===== config.mk =====
export PLATFORM = sky130hd
export DESIGN_NAME = avmm1_transfer
export DESIGN_NICKNAME = d
export VERILOG_FILES = /design/src/hdl/avmm1_pkg.sv /design/src/hdl/avmm1_cmd_encoder.sv /design/src/hdl/avmm1_cmd_fifo.sv /design/src/hdl/avmm1_cmd_serializer.sv /design/src/hdl/avmm1_rsp_deserializer.sv /design/src/hdl/avmm1_rsp_decoder.sv /design/src/hdl/avmm1_transfer.sv
export SDC_FILE = /design/constraint.sdc
export NUM_CORES = 1
export LEC_CHECK = 0
export ABC_AREA = 0
export CAP_MARGIN = 20
export CORE_MARGIN = 1
export CORE_UTILIZATION = 35
export DETAILED_ROUTE_END_ITERATION = 12
export DONT_BUFFER_PORTS = 1
export SYNTH_ARGS = -nofsm -noshare
export SYNTH_HDL_FRONTEND = slang
export SYNTH_SLANG_ARGS = --single-unit

===== constraint.sdc =====
create_clock -name avmm_clock_avmm_clk -period 7.28 [get_ports avmm_clock_avmm_clk]
set_input_delay 0.364 -clock avmm_clock_avmm_clk [delete_from_list [all_inputs] [get_ports avmm_clock_avmm_clk]]
set_output_delay 0.364 -clock avmm_clock_avmm_clk [all_outputs]
set_load 0.05 [all_outputs]

===== src/hdl/avmm1_pkg.sv =====
/* AVMM1 transfer package: data types, command and response word layouts,
   FIFO constants and the serializer state enum */
package avmm1_pkg;

	typedef logic [31:0] cmd_word_t;	// Outgoing command word
	typedef logic [15:0] rsp_word_t;	// Incoming response word
	typedef logic [9:0]  reg_addr_t;
	typedef logic [7:0]  avmm_data_t;
	typedef logic [8:0]  rsvd_in_t;
	typedef logic [2:0]  rsvd_out_t;
	typedef logic [1:0]  lane_pair_t;	// One beat on the outgoing lane

	// Command word fields
	localparam int CMD_VALID_BIT  = 0;
	localparam int CMD_WRITE_BIT  = 1;
	localparam int CMD_REQ_BIT    = 2;	// Request level, not the change
	localparam int CMD_READ_BIT   = 3;
	localparam int CMD_ADDR_LSB   = 4;
	localparam int CMD_RSVD_LSB   = 14;
	localparam int CMD_PARITY_BIT = 23;	// Even parity over the whole word
	localparam int CMD_WDATA_LSB  = 24;

	// Response word fields
	localparam int RSP_VALID_BIT  = 0;
	localparam int RSP_BUSY_BIT   = 1;
	localparam int RSP_RDATA_LSB  = 2;
	localparam int RSP_RDV_BIT    = 10;
	localparam int RSP_RSVD_LSB   = 11;
	localparam int RSP_PARITY_BIT = 14;
	localparam int RSP_VALID2_BIT = 15;	// Must match bit 0

	localparam int CMD_BEATS  = 16;	// Pairs per command word
	localparam int RSP_BITS   = 16;	// Bits per response word
	localparam int CMD_BEAT_W = $clog2(CMD_BEATS);
	localparam int RSP_CNT_W  = $clog2(RSP_BITS);
	typedef logic [CMD_BEAT_W-1:0] cmd_beat_t;
	typedef logic [RSP_CNT_W-1:0]  rsp_cnt_t;

	localparam int CMD_FIFO_DEPTH = 8;
	localparam int CMD_FIFO_PFULL = 6;	// Occupancy that raises partly-full
	localparam int CMD_FIFO_AW    = $clog2(CMD_FIFO_DEPTH);

	typedef enum logic {SER_IDLE, SER_SHIFT} ser_state_t;

endpackage


===== src/hdl/avmm1_cmd_encoder.sv =====
/* Command encoder: request-change detection, command word packing, even parity */
module avmm1_cmd_encoder
	import avmm1_pkg::*;
(
	input  logic       avmm_clock_avmm_clk,
	input  logic       avmm_reset_avmm_rst_n,
	input  logic       read,
	input  logic       write,
	input  logic       request,
	input  reg_addr_t  reg_addr,
	input  avmm_data_t writedata,
	input  rsvd_in_t   reserved_in,
	output logic       cmd_push,
	output cmd_word_t  cmd_word
);

	logic      request_q;	// Last seen request level
	logic      request_chg;
	cmd_word_t word_base;	// Word with parity bit still clear

	always_ff @(posedge avmm_clock_avmm_clk)
	begin
		if (!avmm_reset_avmm_rst_n)
		begin
			request_q <= 1'b0;
		end
		else
		begin
			request_q <= request;
		end
	end

	assign request_chg = (request != request_q);
	assign cmd_push = read | write | request_chg;	// Same cycle as the command

	always_comb
	begin
		word_base = '0;
		word_base[CMD_VALID_BIT] = 1'b1;	// Always set for a real command
		word_base[CMD_WRITE_BIT] = write;
		word_base[CMD_REQ_BIT] = request;
		word_base[CMD_READ_BIT] = read;
		word_base[CMD_ADDR_LSB +: $bits(reg_addr_t)] = reg_addr;
		word_base[CMD_RSVD_LSB +: $bits(rsvd_in_t)] = reserved_in;
		word_base[CMD_WDATA_LSB +: $bits(avmm_data_t)] = writedata;
	end

	// Parity bit evens out the XOR of all 32 bits
	always_comb
	begin
		cmd_word = word_base;
		cmd_word[CMD_PARITY_BIT] = ^word_base;
	end

endmodule


===== src/hdl/avmm1_cmd_fifo.sv =====
/* Command FIFO: circular buffer of command words with registered full and
   partly-full flags, forced high during freeze */
module avmm1_cmd_fifo
	import avmm1_pkg::*;
(
	input  logic      avmm_clock_avmm_clk,
	input  logic      avmm_reset_avmm_rst_n,
	input  logic      push,
	input  cmd_word_t push_word,
	input  logic      pop,
	input  logic      nfrzdrv_in,
	output cmd_word_t head_word,
	output logic      empty,
	output logic      wr_full,
	output logic      wr_pfull
);

	cmd_word_t mem [CMD_FIFO_DEPTH];
	logic [CMD_FIFO_AW-1:0] wr_ptr;
	logic [CMD_FIFO_AW-1:0] rd_ptr;	// Wraps naturally, depth is a power of two
	logic [CMD_FIFO_AW:0]   count;
	logic [CMD_FIFO_AW:0]   count_next;
	logic push_ok;
	logic pop_ok;
	logic full_q;
	logic pfull_q;

	assign empty = (count == '0);
	assign push_ok = push & (count != (CMD_FIFO_AW+1)'(CMD_FIFO_DEPTH));	// Drop when full
	assign pop_ok = pop & ~empty;
	assign head_word = mem[rd_ptr];

	always_comb
	begin
		count_next = count;
		if (push_ok & ~pop_ok)
			count_next = count + 1'b1;
		else if (pop_ok & ~push_ok)
			count_next = count - 1'b1;
	end

	// Storage
	always_ff @(posedge avmm_clock_avmm_clk)
	begin
		if (push_ok)
			mem[wr_ptr] <= push_word;
	end

	always_ff @(posedge avmm_clock_avmm_clk)
	begin
		if (!avmm_reset_avmm_rst_n)
		begin
			wr_ptr <= '0;
			rd_ptr <= '0;
			count <= '0;
			full_q <= 1'b0;
			pfull_q <= 1'b0;
		end
		else
		begin
			if (push_ok)
				wr_ptr <= wr_ptr + 1'b1;
			if (pop_ok)
				rd_ptr <= rd_ptr + 1'b1;
			count <= count_next;
			// Flags follow the new occupancy one cycle later
			full_q <= (count_next == (CMD_FIFO_AW+1)'(CMD_FIFO_DEPTH));
			pfull_q <= (count_next >= (CMD_FIFO_AW+1)'(CMD_FIFO_PFULL));
		end
	end

	// Freeze (active low) reports the FIFO as full
	assign wr_full = nfrzdrv_in ? full_q : 1'b1;
	assign wr_pfull = nfrzdrv_in ? pfull_q : 1'b1;

endmodule


===== src/hdl/avmm1_cmd_serializer.sv =====
/* Command serializer: pops command words and shifts them onto the two-bit lane */
module avmm1_cmd_serializer
	import avmm1_pkg::*;
(
	input  logic       avmm_clock_avmm_clk,
	input  logic       avmm_reset_avmm_rst_n,
	input  cmd_word_t  head_word,
	input  logic       empty,
	output logic       pop,
	output lane_pair_t lane_out
);

	ser_state_t state;
	cmd_beat_t  beat_cnt;
	cmd_word_t  shift_q;	// Lowest pair goes out first
	logic       last_beat;

	assign last_beat = (state == SER_SHIFT) && (beat_cnt == CMD_BEAT_W'(CMD_BEATS-1));
	// Next word is taken on the last beat so words follow with no gap
	assign pop = ~empty & ((state == SER_IDLE) | last_beat);

	always_ff @(posedge avmm_clock_avmm_clk)
	begin
		if (pop)
			shift_q <= head_word;
		else if (state == SER_SHIFT)
			shift_q <= shift_q >> 2;
	end

	always_ff @(posedge avmm_clock_avmm_clk)
	begin
		if (!avmm_reset_avmm_rst_n)
		begin
			state <= SER_IDLE;
			beat_cnt <= '0;
			lane_out <= 2'b00;
		end
		else
		begin
			lane_out <= (state == SER_SHIFT) ? shift_q[1:0] : 2'b00;	// Idle lane is 00
			case (state)
				SER_IDLE:
				begin
					beat_cnt <= '0;
					if (pop)
						state <= SER_SHIFT;
				end
				SER_SHIFT:
				begin
					beat_cnt <= beat_cnt + 1'b1;	// Wraps to 0 after last beat
					if (last_beat && !pop)
						state <= SER_IDLE;
				end
				default: state <= SER_IDLE;
			endcase
		end
	end

endmodule


===== src/hdl/avmm1_rsp_deserializer.sv =====
/* Response deserializer: input flops, start detection and response word assembly */
module avmm1_rsp_deserializer
	import avmm1_pkg::*;
(
	input  logic      avmm_clock_avmm_clk,
	input  logic      avmm_reset_avmm_rst_n,
	input  logic      lane_in,
	output logic      rsp_strobe,
	output rsp_word_t rsp_word
);

	logic     in_q1;	// Newest bit
	logic     in_q2;	// Bit before it
	rsp_cnt_t beat_cnt;
	logic     active;

	// Start bit seen while idle, or a word already in progress
	assign active = (in_q1 & (beat_cnt == '0)) | (beat_cnt != '0);

	always_ff @(posedge avmm_clock_avmm_clk)
	begin
		if (!avmm_reset_avmm_rst_n)
		begin
			in_q1 <= 1'b0;
			in_q2 <= 1'b0;
			beat_cnt <= '0;
			rsp_strobe <= 1'b0;
		end
		else
		begin
			in_q1 <= lane_in;
			in_q2 <= in_q1;
			beat_cnt <= active ? beat_cnt + 1'b1 : '0;
			rsp_strobe <= active & (beat_cnt == RSP_CNT_W'(RSP_BITS-1));	// Last pair in
		end
	end

	// Pair written on each odd count, low slot first
	always_ff @(posedge avmm_clock_avmm_clk)
	begin
		if (beat_cnt[0])
			rsp_word[{beat_cnt[RSP_CNT_W-1:1], 1'b0} +: 2] <= {in_q1, in_q2};
	end

endmodule


===== src/hdl/avmm1_rsp_decoder.sv =====
/* Response decoder: parity and valid checks, sticky error, busy and read data */
module avmm1_rsp_decoder
	import avmm1_pkg::*;
(
	input  logic       avmm_clock_avmm_clk,
	input  logic       avmm_reset_avmm_rst_n,
	input  logic       rsp_strobe,
	input  rsp_word_t  rsp_word,
	output logic       busy,
	output logic       readdatavalid,
	output avmm_data_t readdata,
	output rsvd_out_t  reserved_out,
	output logic       transfer_error
);

	rsp_word_t par_data;	// Word with the parity bit masked
	logic      parity_err;
	logic      valid_err;
	logic      rd_accept;

	always_comb
	begin
		par_data = rsp_word;
		par_data[RSP_PARITY_BIT] = 1'b0;
		parity_err = (^par_data) != rsp_word[RSP_PARITY_BIT];
	end

	assign valid_err = rsp_word[RSP_VALID_BIT] != rsp_word[RSP_VALID2_BIT];
	// Busy release and read data never come from the same word
	assign rd_accept = rsp_strobe & ~rsp_word[RSP_BUSY_BIT] & ~busy;

	always_ff @(posedge avmm_clock_avmm_clk)
	begin
		if (!avmm_reset_avmm_rst_n)
		begin
			busy <= 1'b0;
			readdatavalid <= 1'b0;
			readdata <= '0;
			reserved_out <= '0;
			transfer_error <= 1'b0;
		end
		else
		begin
			if (rsp_strobe)
				busy <= rsp_word[RSP_BUSY_BIT];
			if (rd_accept)
			begin
				readdata <= rsp_word[RSP_RDATA_LSB +: $bits(avmm_data_t)];
				readdatavalid <= rsp_word[RSP_RDV_BIT];
				reserved_out <= rsp_word[RSP_RSVD_LSB +: $bits(rsvd_out_t)];
			end
			else
			begin
				readdata <= '0;	// One-cycle pulse only
				readdatavalid <= 1'b0;
				reserved_out <= '0;
			end
			// Sticky until reset
			transfer_error <= transfer_error | (rsp_strobe & (parity_err | valid_err));
		end
	end

endmodule


===== src/hdl/avmm1_transfer.sv =====
/* AVMM1 transfer top: command encoder, FIFO and serializer out,
   response deserializer and decoder back */
module avmm1_transfer
	import avmm1_pkg::*;
(
	input  logic       avmm_clock_avmm_clk,
	input  logic       avmm_reset_avmm_rst_n,
	input  logic       remote_pld_avmm_read,
	input  logic       remote_pld_avmm_write,
	input  logic       remote_pld_avmm_request,
	input  reg_addr_t  remote_pld_avmm_reg_addr,
	input  avmm_data_t remote_pld_avmm_writedata,
	input  rsvd_in_t   remote_pld_avmm_reserved_in,
	input  logic       nfrzdrv_in,
	input  logic       aib_fabric_avmm_data_in,
	output lane_pair_t aib_fabric_avmm_data_out,
	output logic       remote_pld_avmm_busy,
	output avmm_data_t remote_pld_avmm_readdata,
	output logic       remote_pld_avmm_readdatavalid,
	output rsvd_out_t  remote_pld_avmm_reserved_out,
	output logic       pld_avmm_cmdfifo_wr_full,
	output logic       pld_avmm_cmdfifo_wr_pfull,
	output logic       avmm_transfer_error
);

	logic      cmd_push;
	cmd_word_t cmd_word;
	cmd_word_t head_word;
	logic      empty;
	logic      pop;
	logic      rsp_strobe;
	rsp_word_t rsp_word;

	avmm1_cmd_encoder i_avmm1_cmd_encoder (
		.avmm_clock_avmm_clk  (avmm_clock_avmm_clk),
		.avmm_reset_avmm_rst_n(avmm_reset_avmm_rst_n),
		.read                 (remote_pld_avmm_read),
		.write                (remote_pld_avmm_write),
		.request              (remote_pld_avmm_request),
		.reg_addr             (remote_pld_avmm_reg_addr),
		.writedata            (remote_pld_avmm_writedata),
		.reserved_in          (remote_pld_avmm_reserved_in),
		.cmd_push             (cmd_push),
		.cmd_word             (cmd_word)
	);

	avmm1_cmd_fifo i_avmm1_cmd_fifo (
		.avmm_clock_avmm_clk  (avmm_clock_avmm_clk),
		.avmm_reset_avmm_rst_n(avmm_reset_avmm_rst_n),
		.push                 (cmd_push),
		.push_word            (cmd_word),
		.pop                  (pop),
		.nfrzdrv_in           (nfrzdrv_in),
		.head_word            (head_word),
		.empty                (empty),
		.wr_full              (pld_avmm_cmdfifo_wr_full),	// Already freeze-forced
		.wr_pfull             (pld_avmm_cmdfifo_wr_pfull)
	);

	avmm1_cmd_serializer i_avmm1_cmd_serializer (
		.avmm_clock_avmm_clk  (avmm_clock_avmm_clk),
		.avmm_reset_avmm_rst_n(avmm_reset_avmm_rst_n),
		.head_word            (head_word),
		.empty                (empty),
		.pop                  (pop),
		.lane_out             (aib_fabric_avmm_data_out)
	);

	// Response path, one word per strobe straight into the decoder
	avmm1_rsp_deserializer i_avmm1_rsp_deserializer (
		.avmm_clock_avmm_clk  (avmm_clock_avmm_clk),
		.avmm_reset_avmm_rst_n(avmm_reset_avmm_rst_n),
		.lane_in              (aib_fabric_avmm_data_in),
		.rsp_strobe           (rsp_strobe),
		.rsp_word             (rsp_word)
	);

	avmm1_rsp_decoder i_avmm1_rsp_decoder (
		.avmm_clock_avmm_clk  (avmm_clock_avmm_clk),
		.avmm_reset_avmm_rst_n(avmm_reset_avmm_rst_n),
		.rsp_strobe           (rsp_strobe),
		.rsp_word             (rsp_word),
		.busy                 (remote_pld_avmm_busy),
		.readdatavalid        (remote_pld_avmm_readdatavalid),
		.readdata             (remote_pld_avmm_readdata),
		.reserved_out         (remote_pld_avmm_reserved_out),
		.transfer_error       (avmm_transfer_error)
	);

endmodule


==> flow_summary.toml, run 1 <==
[status]
status = "completed"

[pwr]
cellLeakagePower_uw = 0.00501
power.switching_uw = 1450
combPwrFrac_pct = 18.4
p_int_uw = 4050
pwr-share-seq_pct = 46.8
p_clk_share_pct = 34.8
sw_frac_of_total_pct = 26.4
ir_worst_vdd_uv = 174
powerDensity_mw_per_mm2 = 351

[clock_network]
cts_tree = "done"
clk_pin_slew_ns = 0.06
cts_made_buffers = 37
htreeDepth = 2
clockBufferDepth = 3
cts_sinks = 340
clk-insertion-delay-late_ns = 0.55
root_buffer = "clkbuf_16"
cts_resized = 0

[finish]
final_common_cell = "edfxtp_1"
antenna_cells = 0
drive_gt1_share_pct = 17.6
area_delta_synth_final_pct = 17.0
final_cell_mix = "edfxtp_1 (296), mux4_2 (62), nand2_1 (50)"
fin_nets = 858

[worst_hold_path]
hp-class = "in2reg"
worstHoldStart = "avmm_reset_avmm_rst_n"

[sta]
period_share_pct = 39.8
finalHoldViolations = 0
grt_setup_unrepaired = "no"
final.setup.tns_ns = 0
min_period_ns = 2.89
clock.fmax_ghz = 0.345
whs_ns = 0.0447
skew_ns = 0.0280
drv_slew = 0
slew_headroom_pct = 28.0
setup_viol = 0
tightestPinTransition_ns = 1.08

[route]
wl_per_cell_um = 19.3
vias = 6572
drt_wl_total_um = 26000
drc_errors = 0
ant_nets = 0
drt_iter0_markers = 385
dr.pass1.iters = 4
vias_per_cell = 4.87

[logic_synthesis]
synth.distinct_cells = 43
syn_area_mm2 = 0.0134
synth_seq_cells = 340
yosysSeqAreaShare_pct = 73.0
ys.flop_type = "edfxtp_1"
synthArstFlopShare_pct = 0
ys.warnings.count = 0
syn_inst = 757
syn_area_per_cell_um2 = 17.7
syn-num-nets = 803
synth-edff-count = 296

[worst_setup_path]
cp_max_fo = 31
crit_path_cell_trace = "inv_1, ha_1, nand3b_1, a21boi_2, nand2_1, nor2_4"
cp_top_family = "simple AND/OR/NAND/NOR gates"
worstSetupPathType = "reg2reg"
slowest_delay_ns = 0.90
setup.worst_path.start = "i_avmm1_cmd_fifo.count[0]"
cp.required_ns = 7.44
crit_path_end_kind = "register"
crit_path_start_kind = "register"
slowest_stage = "nor2_4"
timing.critical_path.buf_inv = 1
r2r-start = "i_avmm1_cmd_fifo.count[0]"
arrival_ns = 3.05

[grt]
first_global_vias = 6755
antenna_found_initial = 0
grtUsageTotal_pct = 13.9
grt_pass1_wl_um = 40300
grt_max_degree = 64
grt.overflow.total = 0

[floorplanning]
io_pins = 52
dieArea_mm2 = 0.0390
rows = 71
die_w_um = 198
initial_core_util_pct = 35.5
coreArea_mm2 = 0.0377
die_y_um = 198

[placed_design]
numPortBuffers = 0
hpwl_um = 14100
place.gp.congestion = 0.831

[run]
drv_cap = 0
[metal layers]
layer  vias up  track usage (%)  wire (um)
met5         -                0          0
met4         0             4.54        555
met3        41             3.41       1150
met2       111             22.5      12500
met1      3376             18.3      11800
li1       3044                -          -
[state kept, by name, indices dropped and copies added, names as in the netlist, 2 cells and up, named ones only]
name / count
i_avmm1_rsp_deserializer.rsp_word: 16
i_avmm1_cmd_serializer.beat_cnt: 4
i_avmm1_cmd_serializer.lane_out: 2
i_avmm1_cmd_fifo.count: 4
i_avmm1_rsp_decoder.readdata: 8
i_avmm1_cmd_fifo.rd_ptr: 3
i_avmm1_rsp_deserializer.beat_cnt: 4
i_avmm1_rsp_decoder.reserved_out: 3
i_avmm1_cmd_fifo.wr_ptr: 3
i_avmm1_cmd_serializer.shift_q: 32
i_avmm1_cmd_fifo.mem: 248
[final timing paths]
| check | to | slack [ns] | depth (start not counted) |
|---|---|---|---|
| max | i_avmm1_cmd_fifo.mem[5][1] | 4.39 | 6 |
| min | i_avmm1_rsp_deserializer.beat_cnt[1] | 0.04 | 2 |
| max reg2reg | i_avmm1_cmd_fifo.mem[5][1] | 4.39 | 6 |
| min reg2reg | i_avmm1_cmd_serializer.beat_cnt[0] | 0.44 | 1 |
[metrics by stage]
stage	cells	instance area, um^2	setup WS [ns]	total power, uW	utilization (%)
final	1350	15700	4.39	5500	41.6
after global routing	1350	15700	4.17	5760	41.6
after CTS	1349	15600	4.35	5580	41.5
after detailed placement	1251	14100	4.37	3610	37.4
after global placement	1251	14100	4.42	3600	37.4
after floorplan	757	13400	2.77	3330	-
[power by group through the flow]
stage,Clock (uW),Combinational (uW),Sequential (uW)
finish,1910,1010,2570
global route,2050,1120,2600
CTS,1970,1030,2580
detailed placement,0,994,2620
global placement,0,986,2610
floorplan,0,760,2570
[logic make-up (layout without fill, tap and decap cells)]
logic type,after synthesis,count (layout),share of synthesized area (%)
flops,340,340,73.0
simple gates,154,154,5.42
mux,94,94,12.8
compound gates,61,61,2.78
xor+xnor,55,55,3.65
buf+inv,41,123,1.22
fa+ha+maj,12,12,1.12
[worst register-to-register path, cell delays in order (launching register included)]
cell and delay, ns:
dfxtp_1 0.39, inv_1 0.12, ha_1 0.31, nand3b_1 0.18, a21boi_2 0.33, nand2_1 0.28, nor2_4 0.90
[synthesized netlist by cell type, drive strengths merged, types with 2 or more instances]
master | count | area, um^2
nand3b | 2 | 15.0
nor3 | 18 | 90.1
edfxtp | 296 | 8890
and3 | 5 | 31.3
clkbuf | 22 | 82.6
nand2 | 50 | 188
nor3b | 2 | 15.0
nor4 | 3 | 18.8
dfxtp | 44 | 881
o21ai | 35 | 175
buf | 8 | 38.8
nand2b | 9 | 56.3
a21oi | 8 | 40.0
and2 | 22 | 139
mux4 | 62 | 1400
ha | 12 | 150
xor2 | 11 | 104
o2111ai | 3 | 26.3
nor2 | 36 | 135
nand3 | 5 | 25.0
o22ai | 3 | 18.8
xnor2 | 44 | 385
mux2i | 32 | 320
inv | 10 | 37.5
[area by class of cell]
type | count | area [um^2]
Timing Repair Buffer | 46 | 438
Sequential cell | 340 | 9780
Fill cell | 3395 | 22000
Clock buffer | 46 | 991
Tap cell | 511 | 639
Clock inverter | 20 | 256
Multi-Input combinational cell | 376 | 3520
Inverter | 11 | 41.3
[repair_timing]
action                                 4_1_cts  5_1_grt
hold buffers                                32        0
endpoints found under the hold margin      252        0
buffers inserted                             0        0
Power figures use the tool's default switching activity.
==> inputs of run 2 (changes only) <==
==> constraint.sdc (replaced) <==
create_clock -name avmm_clock_avmm_clk -period 3 [get_ports avmm_clock_avmm_clk]
set_input_delay 0.15 -clock avmm_clock_avmm_clk [delete_from_list [all_inputs] [get_ports avmm_clock_avmm_clk]]
set_output_delay 0.15 -clock avmm_clock_avmm_clk [all_outputs]
set_load 0.05 [all_outputs]
==> run 2 against run 1 <==
Effect of this change: global-route usage grew 0.38 points; combinational power rose to 2.5 times the previous value; fmax is 12% higher; critical path type unchanged.
==> flow_summary.toml, run 2 (synthesized netlist as in run 1, its figures left out) <==
[status]
status = "completed"

[clock_network]
cts_tree = "done"
cts_made_buffers = 37
clk_pin_slew_ns = 0.06
cts_resized = 0
clockBufferDepth = 3
clk-insertion-delay-late_ns = 0.54
cts_sinks = 340
htreeDepth = 2
root_buffer = "clkbuf_16"

[pwr]
power.switching_uw = 3540
finalPower_uw = 13500
cellLeakagePower_uw = 0.00507
p_clk_share_pct = 34.7
ir_worst_vdd_uv = 475
powerDensity_mw_per_mm2 = 853
p_int_uw = 9940
sw_frac_of_total_pct = 26.2
pwr-share-seq_pct = 46.5
combPwrFrac_pct = 18.8

[sta]
tightestPinTransition_ns = 0.907
setup_viol = 0
skew_ns = 0.0169
min_period_ns = 2.58
slew_headroom_pct = 39.1
drv_slew = 0
period_share_pct = 85.9
finalHoldViolations = 0
clock.fmax_ghz = 0.388
grt_setup_unrepaired = "no"

[grt]
antenna_found_initial = 0
first_global_vias = 6826
grt_max_degree = 36
grt.overflow.total = 0
grt_pass1_wl_um = 41400
grtUsageTotal_pct = 14.3

[finish]
top_register = "i_avmm1_cmd_fifo.mem"
drive_gt1_share_pct = 18.4
utilization_pct = 42.0
finalNonFillerCells = 1359
fin_nets = 868
area_delta_synth_final_pct = 18.1
largest_register_ffs = 248
final_common_cell = "edfxtp_1"
final_cell_mix = "edfxtp_1 (296), mux4_2 (62), nand2_1 (50)"
final.fill_count = 3379

[floorplanning]
rows = 71
initial_core_util_pct = 35.5
io_pins = 52
die_w_um = 198
dieArea_mm2 = 0.0390
coreArea_mm2 = 0.0377
die_y_um = 198

[worst_setup_path]
crit_path_cell_trace = "inv_1, ha_1, nand3b_1, a21boi_2, nand2_1, nor2_4, buf_4"
slowest_stage = "dfxtp_1"
crit_path_end_kind = "register"
cp.required_ns = 3.18
arrival_ns = 2.76
cp_max_fo = 24
setup.worst_path.start = "i_avmm1_cmd_fifo.count[1]"
r2r-start = "i_avmm1_cmd_fifo.count[1]"
slowest_delay_ns = 0.42
worstSetupPathType = "reg2reg"
crit_path_start_kind = "register"

[placed_design]
dp_cells = 1262
hpwl_um = 15800
numPortBuffers = 0
place.gp.congestion = 0.845

[worst_hold_path]
worstHoldStart = "avmm_reset_avmm_rst_n"
hp-class = "in2reg"

[route]
drc_errors = 0
drt_wl_total_um = 26800
vias_per_cell = 4.91
ant_nets = 0
vias = 6668
wl_per_cell_um = 19.8
drt_iter0_markers = 452
dr.pass1.iters = 5

[run]
drv_cap = 0
==> run 2: cell count changes in the layout (fill, tap and decap cells not counted), sizes merged <==
cell	delta
buf	+10
clkinvlp	+1
clkinv	-5
clkbuf	+2
diode	+1
==> run 2: final cells by class <==
class / instances / area [um^2] / share of cell area (%)
multi-input cells: 376 / 3530 / 22.3
well taps: 511 / 639 / 4.05
inverters: 11 / 41.3 / 0.261
clock buffers: 48 / 1030 / 6.52
diodes: 1 / 2.50 / 0.0158
flip-flops and latches: 340 / 9780 / 61.9
clock inverters: 16 / 235 / 1.49
repair buffers: 56 / 551 / 3.48
==> run 2: routing by layer <==
layer	track usage (%)	wire (um)	up-vias
met2	22.3	12700	133
met4	4.05	374	0
li1	-	-	3067
met1	20.0	12500	3436
met3	3.09	1250	32
met5	0	0	-
==> run 2: path summary, 6_finish.rpt <==
path,end,slack (ns),cells after the start
min reg2reg,i_avmm1_cmd_serializer.beat_cnt[0],0.45,1
max,i_avmm1_cmd_fifo.mem[5][15],0.42,7
max reg2reg,i_avmm1_cmd_fifo.mem[5][15],0.42,7
min,i_avmm1_rsp_decoder.readdata[5],0.03,3
==> run 2: power groups by stage <==
stage	clock, uW	combinational [uW]	sequential, uW
2_1_floorplan	0	1850	6230
3_3_place_gp	0	2480	6360
3_5_place_dp	0	2500	6370
4_1_cts	4780	2590	6270
5_1_grt	4980	2820	6330
6_report	4680	2540	6260
==> run 2: timing repair <==
action / 4_1_cts / 5_1_grt
hold buffers: 32 / 0
setup buffers: 0 / 0
hold endpoints to repair: 262 / 0
==> run 2: worst max-delay path, delay by kind of cell (launching register included) <==
kind                       cells  cell delay [ns]
and+or+nand+nor                3             0.69
buffers and inverters          2             0.49
adders and majority gates      1             0.29
AOI/OAI and AO/OA              1             0.34
DFF                            1             0.42
==> run 2: through the flow <==
step	hold WS (ns)	setup WS, ns	instance area, um^2	setup TNS (ns)
after global routing	0.0703	0.271	15800	0
final	0.0343	0.423	15800	0
after floorplan	0.249	-0.706	13400	-72.40
after global placement	0.249	0.487	14200	0
after detailed placement	0.249	0.445	14200	0
after CTS	0.0248	0.430	15800	0
